$ cat src/hw/xphy_cfg.svh
// ======================================
// build-time constants for the xphy glue
// include wherever a depth or encoding is needed
// ======================================
`ifndef XPHY_CFG_SVH
`define XPHY_CFG_SVH

// flops in each core reset synchronizer chain
`define XPHY_SYNC_STAGES 2

// consecutive good cycles before linkup is reported
`define XPHY_LINK_DEBOUNCE 16

// xgmii idle is the /I/ character 07 hex in all eight lanes
`define XPHY_IDLE_DATA 64'h0707_0707_0707_0707

// every lane flagged as a control character
`define XPHY_IDLE_CTRL 8'hff

`endif

$ cat src/hw/xphy_pkg.sv
// ======================================
// shared types for the mac to phy glue
// ======================================
package xphy_pkg;

   // one xgmii transfer at 156.25 MHz
   // eight byte lanes, lane 0 in data[7:0] and ctrl[0]
   // a set ctrl bit marks that lane as a control character
   typedef struct packed {
      // lane 7 down to lane 0
      logic [63:0] data;
      // one control flag per lane
      logic [7:0]  ctrl;
   } xgmii_word_t;

   // status levels coming back from the transceiver and optics
   // all of these are asynchronous to clk156 in the real board
   // and get resampled by the core reset chains
   typedef struct packed {
      // transmit side of the transceiver finished its reset
      logic tx_resetdone;
      // receive side of the transceiver finished its reset
      logic rx_resetdone;
      // sfp module reports a laser fault
      logic tx_fault;
      // sfp module sees light on the receive fibre
      logic signal_detect;
   } phy_status_t;

   // field order above sets the packed layout
   // msb is tx_resetdone and lsb is signal_detect
   // keep it in step with any board-level pin mapping

   // the xgmii word is 72 bits wide
   // data sits in the upper 64 bits and ctrl in the lower 8

   // both types are plain levels
   // no valid or ready travels with them since the link never stalls

   // payload handling is generic in the register stage
   // so other word formats can reuse it through its type parameter

endpackage

$ cat src/hw/core_reset_gen.sv
// ======================================
// holds one direction's pcs core in reset
// until transceiver and optics are ready
// ======================================
`timescale 1ns/1ps
`include "xphy_cfg.svh"

module core_reset_gen
(
   input  logic clk156,
   input  logic hw_reset,
   // this direction's transceiver reset-done
   input  logic resetdone,
   // optics status, shared by both directions
   input  logic tx_fault,
   input  logic signal_detect,
   output logic core_reset
);

   // hold condition before synchronization
   logic hold_cond;

   // synchronizer chain, index 0 samples the raw condition
   logic [`XPHY_SYNC_STAGES-1:0] sync_q;

   // keep the core down while the transceiver is still resetting,
   // the laser is faulted or no light is seen
   assign hold_cond = !resetdone || tx_fault || !signal_detect;

   // chain is preset so the core starts held
   // release only ripples through on clock edges
   always_ff @(posedge clk156 or posedge hw_reset)
   begin
      if (hw_reset)
      begin
         // all ones, core held from the first edge
         sync_q <= '1;
      end
      else
      begin
         // first stage catches the asynchronous level
         sync_q[0] <= hold_cond;
         // remaining stages shift it along
         for (int i = 1; i < `XPHY_SYNC_STAGES; i++)
         begin
            sync_q[i] <= sync_q[i-1];
         end
      end
   end

   // last flop of the chain drives the core
   assign core_reset = sync_q[`XPHY_SYNC_STAGES-1];

   // a fault seen at the input must have put the core back
   // into reset once the whole chain has been walked
   property p_fault_forces_reset;
      @(posedge clk156) disable iff (hw_reset)
         tx_fault |-> ##(`XPHY_SYNC_STAGES) core_reset;
   endproperty

   a_fault_forces_reset : assert property (p_fault_forces_reset)
      else $error("core_reset low %0d cycles after tx_fault", `XPHY_SYNC_STAGES);

   // same for losing the received light
   property p_los_forces_reset;
      @(posedge clk156) disable iff (hw_reset)
         !signal_detect |-> ##(`XPHY_SYNC_STAGES) core_reset;
   endproperty

   a_los_forces_reset : assert property (p_los_forces_reset)
      else $error("core_reset low %0d cycles after signal loss", `XPHY_SYNC_STAGES);

endmodule

$ cat src/hw/link_monitor.sv
// ======================================
// derives resetdone, the axi-stream resets
// and a debounced linkup for the mac side
// ======================================
`timescale 1ns/1ps
`include "xphy_cfg.svh"

module link_monitor
(
   input  logic                      clk156,
   input  logic                      hw_reset,
   // synchronized core resets from both directions
   input  logic                      core_reset_tx,
   input  logic                      core_reset_rx,
   input  xphy_pkg::phy_status_t     phy_status,
   // pcs status vector, bit 0 is block lock
   input  logic [7:0]                core_status,
   output logic                      resetdone,
   output logic                      tx_axis_aresetn,
   output logic                      rx_axis_aresetn,
   output logic                      linkup
);

   // counter wide enough for the full debounce length
   localparam int cnt_w = $clog2(`XPHY_LINK_DEBOUNCE + 1);

   // last count before linkup is allowed
   localparam logic [cnt_w-1:0] cnt_last = cnt_w'(`XPHY_LINK_DEBOUNCE - 1);

   // block lock with both cores running
   logic link_ok;

   // consecutive good cycles seen so far
   logic [cnt_w-1:0] good_cnt;

   // both transceiver halves out of reset, no register on this path
   assign resetdone = phy_status.tx_resetdone && phy_status.rx_resetdone;

   assign link_ok = core_status[0] && !core_reset_tx && !core_reset_rx;

   // mac axi-stream resets follow resetdone one cycle later
   // low coming out of reset so the mac starts held
   always_ff @(posedge clk156 or posedge hw_reset)
   begin
      if (hw_reset)
      begin
         tx_axis_aresetn <= 1'b0;
         rx_axis_aresetn <= 1'b0;
      end
      else
      begin
         tx_axis_aresetn <= resetdone;
         rx_axis_aresetn <= resetdone;
      end
   end

   // debounce, linkup only after a full run of good cycles
   // any bad cycle drops linkup on the next edge and restarts the run
   always_ff @(posedge clk156 or posedge hw_reset)
   begin
      if (hw_reset)
      begin
         good_cnt <= '0;
         linkup   <= 1'b0;
      end
      else if (!link_ok)
      begin
         // lock lost or a core went back into reset
         good_cnt <= '0;
         linkup   <= 1'b0;
      end
      else if (good_cnt == cnt_last)
      begin
         // run complete, counter parks here while the link holds
         linkup <= 1'b1;
      end
      else
      begin
         good_cnt <= good_cnt + 1'b1;
      end
   end

   // linkup trails link_ok by a cycle,
   // so it may only be high if both cores were running one cycle earlier
   property p_linkup_needs_cores;
      @(posedge clk156) disable iff (hw_reset)
         linkup |-> $past(!core_reset_tx && !core_reset_rx);
   endproperty

   a_linkup_needs_cores : assert property (p_linkup_needs_cores)
      else $error("linkup high while a core was in reset");

endmodule

$ cat src/hw/xgmii_stage.sv
// ======================================
// one-cycle xgmii register stage
// sends idle while its direction is held
// ======================================
`timescale 1ns/1ps

module xgmii_stage
#(
   // word format carried through the stage
   parameter type payload_t = xphy_pkg::xgmii_word_t,
   // word sent while held
   // the parent passes in the link's idle encoding
   parameter payload_t IDLE = '0
)
(
   input  logic     clk156,
   input  logic     hw_reset,
   // direction's core reset replaces traffic with idle
   input  logic     hold,
   input  payload_t din,
   output payload_t dout
);

   // one word in flight and a new one taken every cycle
   // no stall path since the mac and phy both run freely at 156.25 MHz
   always_ff @(posedge clk156 or posedge hw_reset)
   begin
      if (hw_reset)
      begin
         // link sees idle straight out of reset
         dout <= IDLE;
      end
      else if (hold)
      begin
         // core in reset so whatever arrives is dropped
         // and the far end only ever sees clean idle
         dout <= IDLE;
      end
      else
      begin
         // normal pass-through with one cycle of latency
         dout <= din;
      end
   end

   // a held cycle must be followed by idle on the output
   // checks the hold path and the register together
   property p_hold_gives_idle;
      @(posedge clk156) disable iff (hw_reset)
         hold |=> (dout == IDLE);
   endproperty

   a_hold_gives_idle : assert property (p_hold_gives_idle)
      else $error("xgmii stage passed data while held");

endmodule

$ cat src/hw/xphy_int.sv
// ======================================
// glue between 10g mac and 10gbase-r phy core
// reset sequencing, xgmii registers, link status
// ======================================
`timescale 1ns/1ps
`include "xphy_cfg.svh"

module xphy_int
(
   input  logic                  clk156,
   input  logic                  hw_reset,

   // transceiver and optics status
   input  xphy_pkg::phy_status_t phy_status,
   // pcs core status vector
   input  logic [7:0]            core_status,

   // transmit xgmii, mac in and phy out
   input  xphy_pkg::xgmii_word_t mac_tx,
   output xphy_pkg::xgmii_word_t phy_tx,

   // receive xgmii, phy in and mac out
   input  xphy_pkg::xgmii_word_t phy_rx,
   output xphy_pkg::xgmii_word_t mac_rx,

   // per-direction pcs core resets
   output logic                  core_reset_tx,
   output logic                  core_reset_rx,

   // mac-side reset and link indications
   output logic                  resetdone,
   output logic                  tx_axis_aresetn,
   output logic                  rx_axis_aresetn,
   output logic                  linkup
);

   import xphy_pkg::*;

   // idle word sent in place of traffic on a held direction
   localparam xgmii_word_t xgmii_idle = '{
      data: `XPHY_IDLE_DATA,
      ctrl: `XPHY_IDLE_CTRL
   };

   // transmit core waits on its own reset-done plus the optics
   core_reset_gen tx_reset_gen
   (
      .clk156        (clk156),
      .hw_reset      (hw_reset),
      .resetdone     (phy_status.tx_resetdone),
      .tx_fault      (phy_status.tx_fault),
      .signal_detect (phy_status.signal_detect),
      .core_reset    (core_reset_tx)
   );

   // receive core, same optics gating
   // a laser fault also holds rx since the link is useless without tx
   core_reset_gen rx_reset_gen
   (
      .clk156        (clk156),
      .hw_reset      (hw_reset),
      .resetdone     (phy_status.rx_resetdone),
      .tx_fault      (phy_status.tx_fault),
      .signal_detect (phy_status.signal_detect),
      .core_reset    (core_reset_rx)
   );

   // mac to phy register, idle while the tx core is held
   xgmii_stage
   #(
      .payload_t (xgmii_word_t),
      .IDLE      (xgmii_idle)
   )
   tx_stage
   (
      .clk156   (clk156),
      .hw_reset (hw_reset),
      .hold     (core_reset_tx),
      .din      (mac_tx),
      .dout     (phy_tx)
   );

   // phy to mac register, idle while the rx core is held
   // keeps garbage from a resetting pcs away from the mac
   xgmii_stage
   #(
      .payload_t (xgmii_word_t),
      .IDLE      (xgmii_idle)
   )
   rx_stage
   (
      .clk156   (clk156),
      .hw_reset (hw_reset),
      .hold     (core_reset_rx),
      .din      (phy_rx),
      .dout     (mac_rx)
   );

   // combined status toward the mac
   link_monitor link_monitor
   (
      .clk156          (clk156),
      .hw_reset        (hw_reset),
      .core_reset_tx   (core_reset_tx),
      .core_reset_rx   (core_reset_rx),
      .phy_status      (phy_status),
      .core_status     (core_status),
      .resetdone       (resetdone),
      .tx_axis_aresetn (tx_axis_aresetn),
      .rx_axis_aresetn (rx_axis_aresetn),
      .linkup          (linkup)
   );

endmodule

$ cat config.mk
export PLATFORM = sky130hd
export DESIGN_NAME = xphy_int
export DESIGN_NICKNAME = d
export VERILOG_FILES = /design/src/hw/xphy_pkg.sv /design/src/hw/core_reset_gen.sv /design/src/hw/link_monitor.sv /design/src/hw/xgmii_stage.sv /design/src/hw/xphy_int.sv
export VERILOG_INCLUDE_DIRS = /design/src /design/src/hw
export SDC_FILE = /design/constraint.sdc
export NUM_CORES = 1
export LEC_CHECK = 0
export ABC_AREA = 1
export BUFFER_PORTS_ARGS = -buffer_cell sky130_fd_sc_hd__buf_4
export CAP_MARGIN = 20
export CORE_AREA = 2 2 119 121
export CTS_CLUSTER_DIAMETER = 40
export CTS_CLUSTER_SIZE = 8
export DETAILED_ROUTE_END_ITERATION = 12
export DIE_AREA = 0 0 121 123
export PLACE_DENSITY = 0.76
export SYNTH_ARGS = -nofsm -noshare
export SYNTH_HDL_FRONTEND = slang
export SYNTH_SLANG_ARGS = --single-unit
$ cat constraint.sdc
create_clock -name clk156 -period 9.93 [get_ports clk156]
set_input_delay 1.986 -clock clk156 [delete_from_list [all_inputs] [get_ports clk156]]
set_output_delay 1.986 -clock clk156 [all_outputs]
set_load 0.02 [all_outputs]
==> metrics.txt, run 1 <==
max-slew violation count 0; Worst setup SP type input pin; Synth Register Bits 155; top cell type's share of synthesized area 41.5%; reg-to-reg slack, setup between 8 and 9 ns; Distinct cells, synth 21; category of the most critical setup path in2out; Die Y about 120 um; final cell count without fillers just over 900; antenna-violating nets left 0; crit path max fanout 2; met2 usage 28.3%; biggest area consumer among synthesized cells dfrtp_1; Setup Fix Bufs, Post-CTS 0; share of post-route cells with drive strength above 1 54.7%; first-pass iteration count of the detailed router 4; I/O pin cnt 308; DR vias just under 4k; n_diodes 0; grt total ovfl 0; Post-Syn Nets 593; Synth Warn # 0; crit path to resetdone; gp weighted congestion between 0.7 and 0.8; period utilization 43.8%; reg2reg end link_monitor.good_cnt[1]; CP Data Required Time 7.94 ns; Fin Clk Skew approximately 0.0065 ns; status complete, no violations; Vias per Instance 4.14; Avg Cell Area, Syn 12.1 um2; gr busiest metal met2; first-pass GRT wire length 19.0 mm; HPWL Detailed 9.38 mm; Netlist Area Pre-Place approximately 5200 um2; Iteration-0 DRC Markers 137; final setup TNS 0 ns; post-cts resize count 0; worst-skew pair later-pin latency 0.41 ns; Worst Tran Pin Value 0.932 ns; Initial Util 38.6%; FF-to-FF Start rx_reset_gen.sync_q[1]; PwrDens 171 nW/um2; Rows 43; number of global-route vias before repair 3,979; total CTS buffers 17; Clock Path Buffers 2; Hold/Removal Path Class reg2reg; Max Cap Viol 0; final hold vios 0; initial antenna violation count 0; Root Driver clkbuf_16; clock sinks 155; final setup vio count 0; WL final 12.5 mm; Worst Setup SP phy_status[3]; Period minus WS final between 4 and 5 ns; maximum VDD drop 0.109 mV; M3 GR Usage 7.61%; Core ar. 13,600 um2; die area about 15,000 um2; grt met1 use between 10% and 20%; dpl cells around 900; drt wl/cell about 13 um; hold_buf cts 0; most frequent cells in the layout buf_4, inv_1, dfrtp_1; Reg clk slew, reported paths 0.06 ns; Max Clock Freq 230 MHz; synthesis-to-layout area growth 57.1%; worst-case reg-to-reg path depth 6; CP arrival 2.36 ns; fillcell total 1,104; largest net degree at the start of global routing 82; GR Util All Layers roughly 17%; Lkg Pwr 4.40 nW; RSZ-0062 raised after global routing false; residual DRC count 0; H-tree levels 4; CP endpoint kind primary output; CTS tree done; Horiz. Die Dim 121 um; commonest non-fill, non-tap cell in the layout buf_4; Port Buffers 300; synth top area cells dfrtp_1, dfstp_2, or2_1; Mapped Cells roughly 430; fin nets around 900; sequential fraction of the synthesis area 75.5%; Rel. slew slack 37.8%
-- how the worst min path moves through the flow --
stage	startpoint	depth (start not counted)	slack (ns)	to
final	tx_reset_gen.sync_q[0]	0	0.37	tx_reset_gen.sync_q[1]
after global routing	tx_reset_gen.sync_q[0]	0	0.37	tx_reset_gen.sync_q[1]
after CTS	tx_reset_gen.sync_q[0]	0	0.37	tx_reset_gen.sync_q[1]
after detailed placement	tx_reset_gen.sync_q[0]	0	0.35	tx_reset_gen.sync_q[1]
after global placement	rx_reset_gen.sync_q[0]	0	0.35	rx_reset_gen.sync_q[1]
after floorplan	rx_reset_gen.sync_q[0]	0	0.35	rx_reset_gen.sync_q[1]
-- synth_stat cells, drive strengths merged --
cell type / number
inv: 89
dfrtp: 87
nor2: 87
dfstp: 68
or2: 64
buf: 17
nand2: 11
nand3: 3
ha: 2
a21oi: 1
and3: 1
nor3: 1
o21a: 1
xor2: 1
-- logic make-up after synthesis --
| group | synth area share [%] |
|---|---|
| buffers and inverters | 8.15 |
| and+or+nand+nor | 15.4 |
| xor gates and xnor gates | 0.167 |
| DFF | 75.5 |
| adders and majority gates | 0.477 |
| AOI/OAI and AO/OA | 0.238 |
-- flip-flops by register name, indices dropped and copies added, names as in the netlist --
name,flops
rx_reset_gen.sync_q,2
link_monitor.good_cnt,5
tx_stage.dout,72
tx_reset_gen.sync_q,2
link_monitor.linkup,1
link_monitor.tx_axis_aresetn,1
rx_stage.dout,72
-- layer usage --
metal  up-vias  wire length [um]
met5         -                 0
met4         0               341
met3        27              1250
met2       195              6370
met1      1803              4560
li1       1827                 -
-- cell type report --
type                       count  area [um2]  area share (%)
sequential                   155        3960            48.1
timing repair buffer         303        2270            27.6
multi-input combinational    172         856            10.4
clock buffer                  23         499            6.06
inverter                      89         339            4.11
tap                          180         225            2.73
clock inverter                 9        83.8            1.02
-- stage by stage --
step | worst slack [ns] | utilization [%] | hold slack [ns] | instance area, um2 | power, mW
4_1_cts | 5.58 | 60.5 | 0.369 | 8240 | 1.43
6_report | 5.58 | 60.5 | 0.366 | 8240 | 1.41
2_1_floorplan | 3.88 | - | 0.345 | 5250 | 0.720
3_5_place_dp | 5.57 | 56.3 | 0.352 | 7660 | 0.798
5_1_grt | 5.56 | 60.5 | 0.371 | 8240 | 1.47
3_3_place_gp | 5.57 | 56.3 | 0.346 | 7660 | 0.794
-- critical path, stage by stage --
cell	delay (ns)
buf_4	0.11
nand2_1	0.07
inv_1	0.05
buf_4	0.15
-- power breakdown --
part           total (mW)  switching (mW)  internal, mW
clock               0.621           0.241         0.380
sequential          0.658         0.00465         0.654
combinational       0.127          0.0622        0.0650
total                1.41           0.308          1.10
Note: power is estimated with default switching activity, not from simulation.
==> run 2, diff against run 1 <==
--- a/config.mk
+++ b/config.mk
@@ -6,7 +6,7 @@
 export SDC_FILE = /design/constraint.sdc
 export NUM_CORES = 1
 export LEC_CHECK = 0
-export ABC_AREA = 1
+export ABC_AREA = 0
 export BUFFER_PORTS_ARGS = -buffer_cell sky130_fd_sc_hd__buf_4
 export CAP_MARGIN = 20
 export CORE_AREA = 2 2 119 121
@@ -14,7 +14,7 @@
 export CTS_CLUSTER_SIZE = 8
 export DETAILED_ROUTE_END_ITERATION = 12
 export DIE_AREA = 0 0 121 123
-export PLACE_DENSITY = 0.76
+export PLACE_DENSITY = 0.75
 export SYNTH_ARGS = -nofsm -noshare
 export SYNTH_HDL_FRONTEND = slang
 export SYNTH_SLANG_ARGS = --single-unit
==> constraint.sdc (replaced) <==
create_clock -name clk156 -period 4.5 [get_ports clk156]
set_input_delay 0.9 -clock clk156 [delete_from_list [all_inputs] [get_ports clk156]]
set_output_delay 0.9 -clock clk156 [all_outputs]
set_load 0.02 [all_outputs]
==> run 2 against run 1 <==
  * Register-to-register slack got worse by 5.4 ns
  * Critical path depth decreased by 2
  * Die area unchanged
  * Total power is 120% higher
  * Area after synthesis shrank 2.4%
  * Hold slack gained 0.0028 ns
  * Clock skew increased by 0.0041 ns
  * First-iteration DRC count is 32% lower
  * Wire length is 1.2% higher
==> metrics.txt, run 2 <==
status complete, no violations; Post-Syn Nets between 500 and 600; Netlist Area Pre-Place 5120 um2; Fin Clk Skew 0.0106 ns; dpl cells 808; period utilization about 58%; final cell count without fillers 840; fillcell total ~1.1k; max-slew violation count 0; Lkg Pwr 3.97 nW; Worst setup SP type flop; Worst Tran Pin Value 0.967 ns; Avg Cell Area, Syn 14.9 um2; crit path max fanout 74; clock sinks 155; category of the most critical setup path reg2out; Initial Util between 30 and 40%; Horiz. Die Dim 121 um; antenna-violating nets left 0; Max Cap Viol 0; Distinct cells, synth 21; die area 14,900 um2; post-layout util 59.9%; CP arrival 1.70 ns; worst hold margin 0.369 ns; Root Driver clkbuf_16; first-pass GRT wire length 18.7 mm; number of global-route vias before repair 3,721; grt total ovfl 0; FF-to-FF Start rx_reset_gen.sync_q[1]; final setup TNS 0 ns; most instantiated cells after synthesis dfrtp_1, nor2b_1, dfstp_2; drt wl/cell 15.1 um; commonest non-fill, non-tap cell in the layout buf_4; final hold vios 0; Setup Fix Bufs, Post-CTS 0; Power, Total about 3.1 mW; CP endpoint kind primary output; Rows 43; PwrDens 384 nW/um2; first-pass iteration count of the detailed router 4; CTS tree done; initial antenna violation count 0; total CTS buffers 17; Top Registers rx_stage.dout: 72 flops, tx_stage.dout: 72 flops, link_monitor.good_cnt: 5 flops; top-count cell post-synth dfrtp_1; Worst Setup SP tx_reset_gen.sync_q[1]; Synth Warn # 0; Reg clk slew, reported paths 0.06 ns; Hold/Removal Path Class reg2reg; biggest area consumer among synthesized cells dfrtp_1; Die Y 123 um; n_diodes 0; Port Buffers 300; worst-skew pair later-pin latency 0.41 ns; Hold Path Origin rx_reset_gen.sync_q[0]; Core ar. 13,600 um2; Mapped Cells between 300 and 400; share of post-route cells with drive strength above 1 71.5%; Clock Path Buffers 2; hold_buf cts 0; Synth Register Bits 155; HPWL Detailed roughly 9.4 mm; RSZ-0062 raised after global routing false; WL final around 13 mm; top cell type's share of synthesized area roughly 43%; GR Util All Layers 16.7%; maximum VDD drop 0.239 mV; H-tree levels 4; most frequent cells in the layout buf_4, dfrtp_1, nor2b_1; Rel. slew slack a little over a third; Post-synth EDFFs 0; I/O pin cnt 308; Max Clock Freq 384 MHz; residual DRC count 0; Vias per Instance 4.26; synthesis-to-layout area growth 59.2%; final setup vio count 0; largest net degree at the start of global routing 85; synth top area cells dfrtp_1, dfstp_2, nor2b_1; Synth Flop Type dfrtp_1; CP Data Required Time ~3.6 ns; gp weighted congestion 0.785; Iteration-0 DRC Markers 93; asr flop ratio synth 100%; post-cts resize count 0; sequential fraction of the synthesis area 77.4%; Period minus WS final ~2.6 ns; fin nets 807; DR vias 3,577
run 2: cell types whose count changed after synthesis, sizes merged, moves of 2 or more:
cell	delta
clkbuf	+15
nand2	-9
buf	-13
and2b	+2
nand3	-3
inv	-87
nor2	-79
nor2b	+80
run 2: worst max-delay path, cell delays in order (launching register included):
cell and delay [ns]:
dfstp_2 0.51, buf_4 0.52, buf_4 0.26
run 2: final cells by class:
cell class	count	area, um2	share of cell area (%)
sequential	155	3960	48.6
timing repair buffer	304	2290	28.1
multi-input combinational	167	1060	13.0
clock buffer	23	520	6.38
tap	180	225	2.76
clock inverter	9	82.6	1.01
inverter	2	11.3	0.138
run 2: kinds of logic after synthesis:
logic type / synth area share, %
AO/OA/AOI/OAI: 0.0976
adder cells (fa/ha/maj): 0.488
multiplexers: 0.195
flip-flops: 77.4
XOR/XNOR: 0.513
AND/OR/NAND/NOR: 19.3
buffers and inverters: 1.98
run 2: stage by stage:
stage,setup WS (ns),area (um2)
after floorplan,1.70,5130
after global placement,2.28,7550
after detailed placement,2.27,7550
after CTS,1.84,8160
after global routing,1.75,8160
final,1.90,8160
run 2: worst paths after layout:
| path | endpoint | slack [ns] | cells after the start |
|---|---|---|---|
| min | rx_reset_gen.sync_q[1] | 0.37 | 0 |
| max in group asynchronous | tx_stage.dout[42] | 2.84 | 3 |
| max | core_reset_tx | 1.90 | 2 |
| max reg2reg | link_monitor.good_cnt[1] | 2.92 | 3 |
| min reg2reg | rx_reset_gen.sync_q[1] | 0.37 | 0 |
| min in group asynchronous | rx_stage.dout[60] | 0.72 | 2 |
run 2: power breakdown:
group	switching (mW)	leakage, nW	internal (mW)	total (mW)
combinational	0.125	1.77	0.152	0.277
sequential	0.0109	1.91	1.44	1.45
clock	0.533	0.295	0.870	1.40
run 2: metal layers:
layer / global-route usage, % / vias up / share of wire, %
li1: - / 1643 / -
met1: 18.0 / 1710 / 36
met2: 28.3 / 204 / 52
met3: 7.66 / 20 / 11
met4: 7.41 / 0 / 1.9
met5: 0 / - / 0
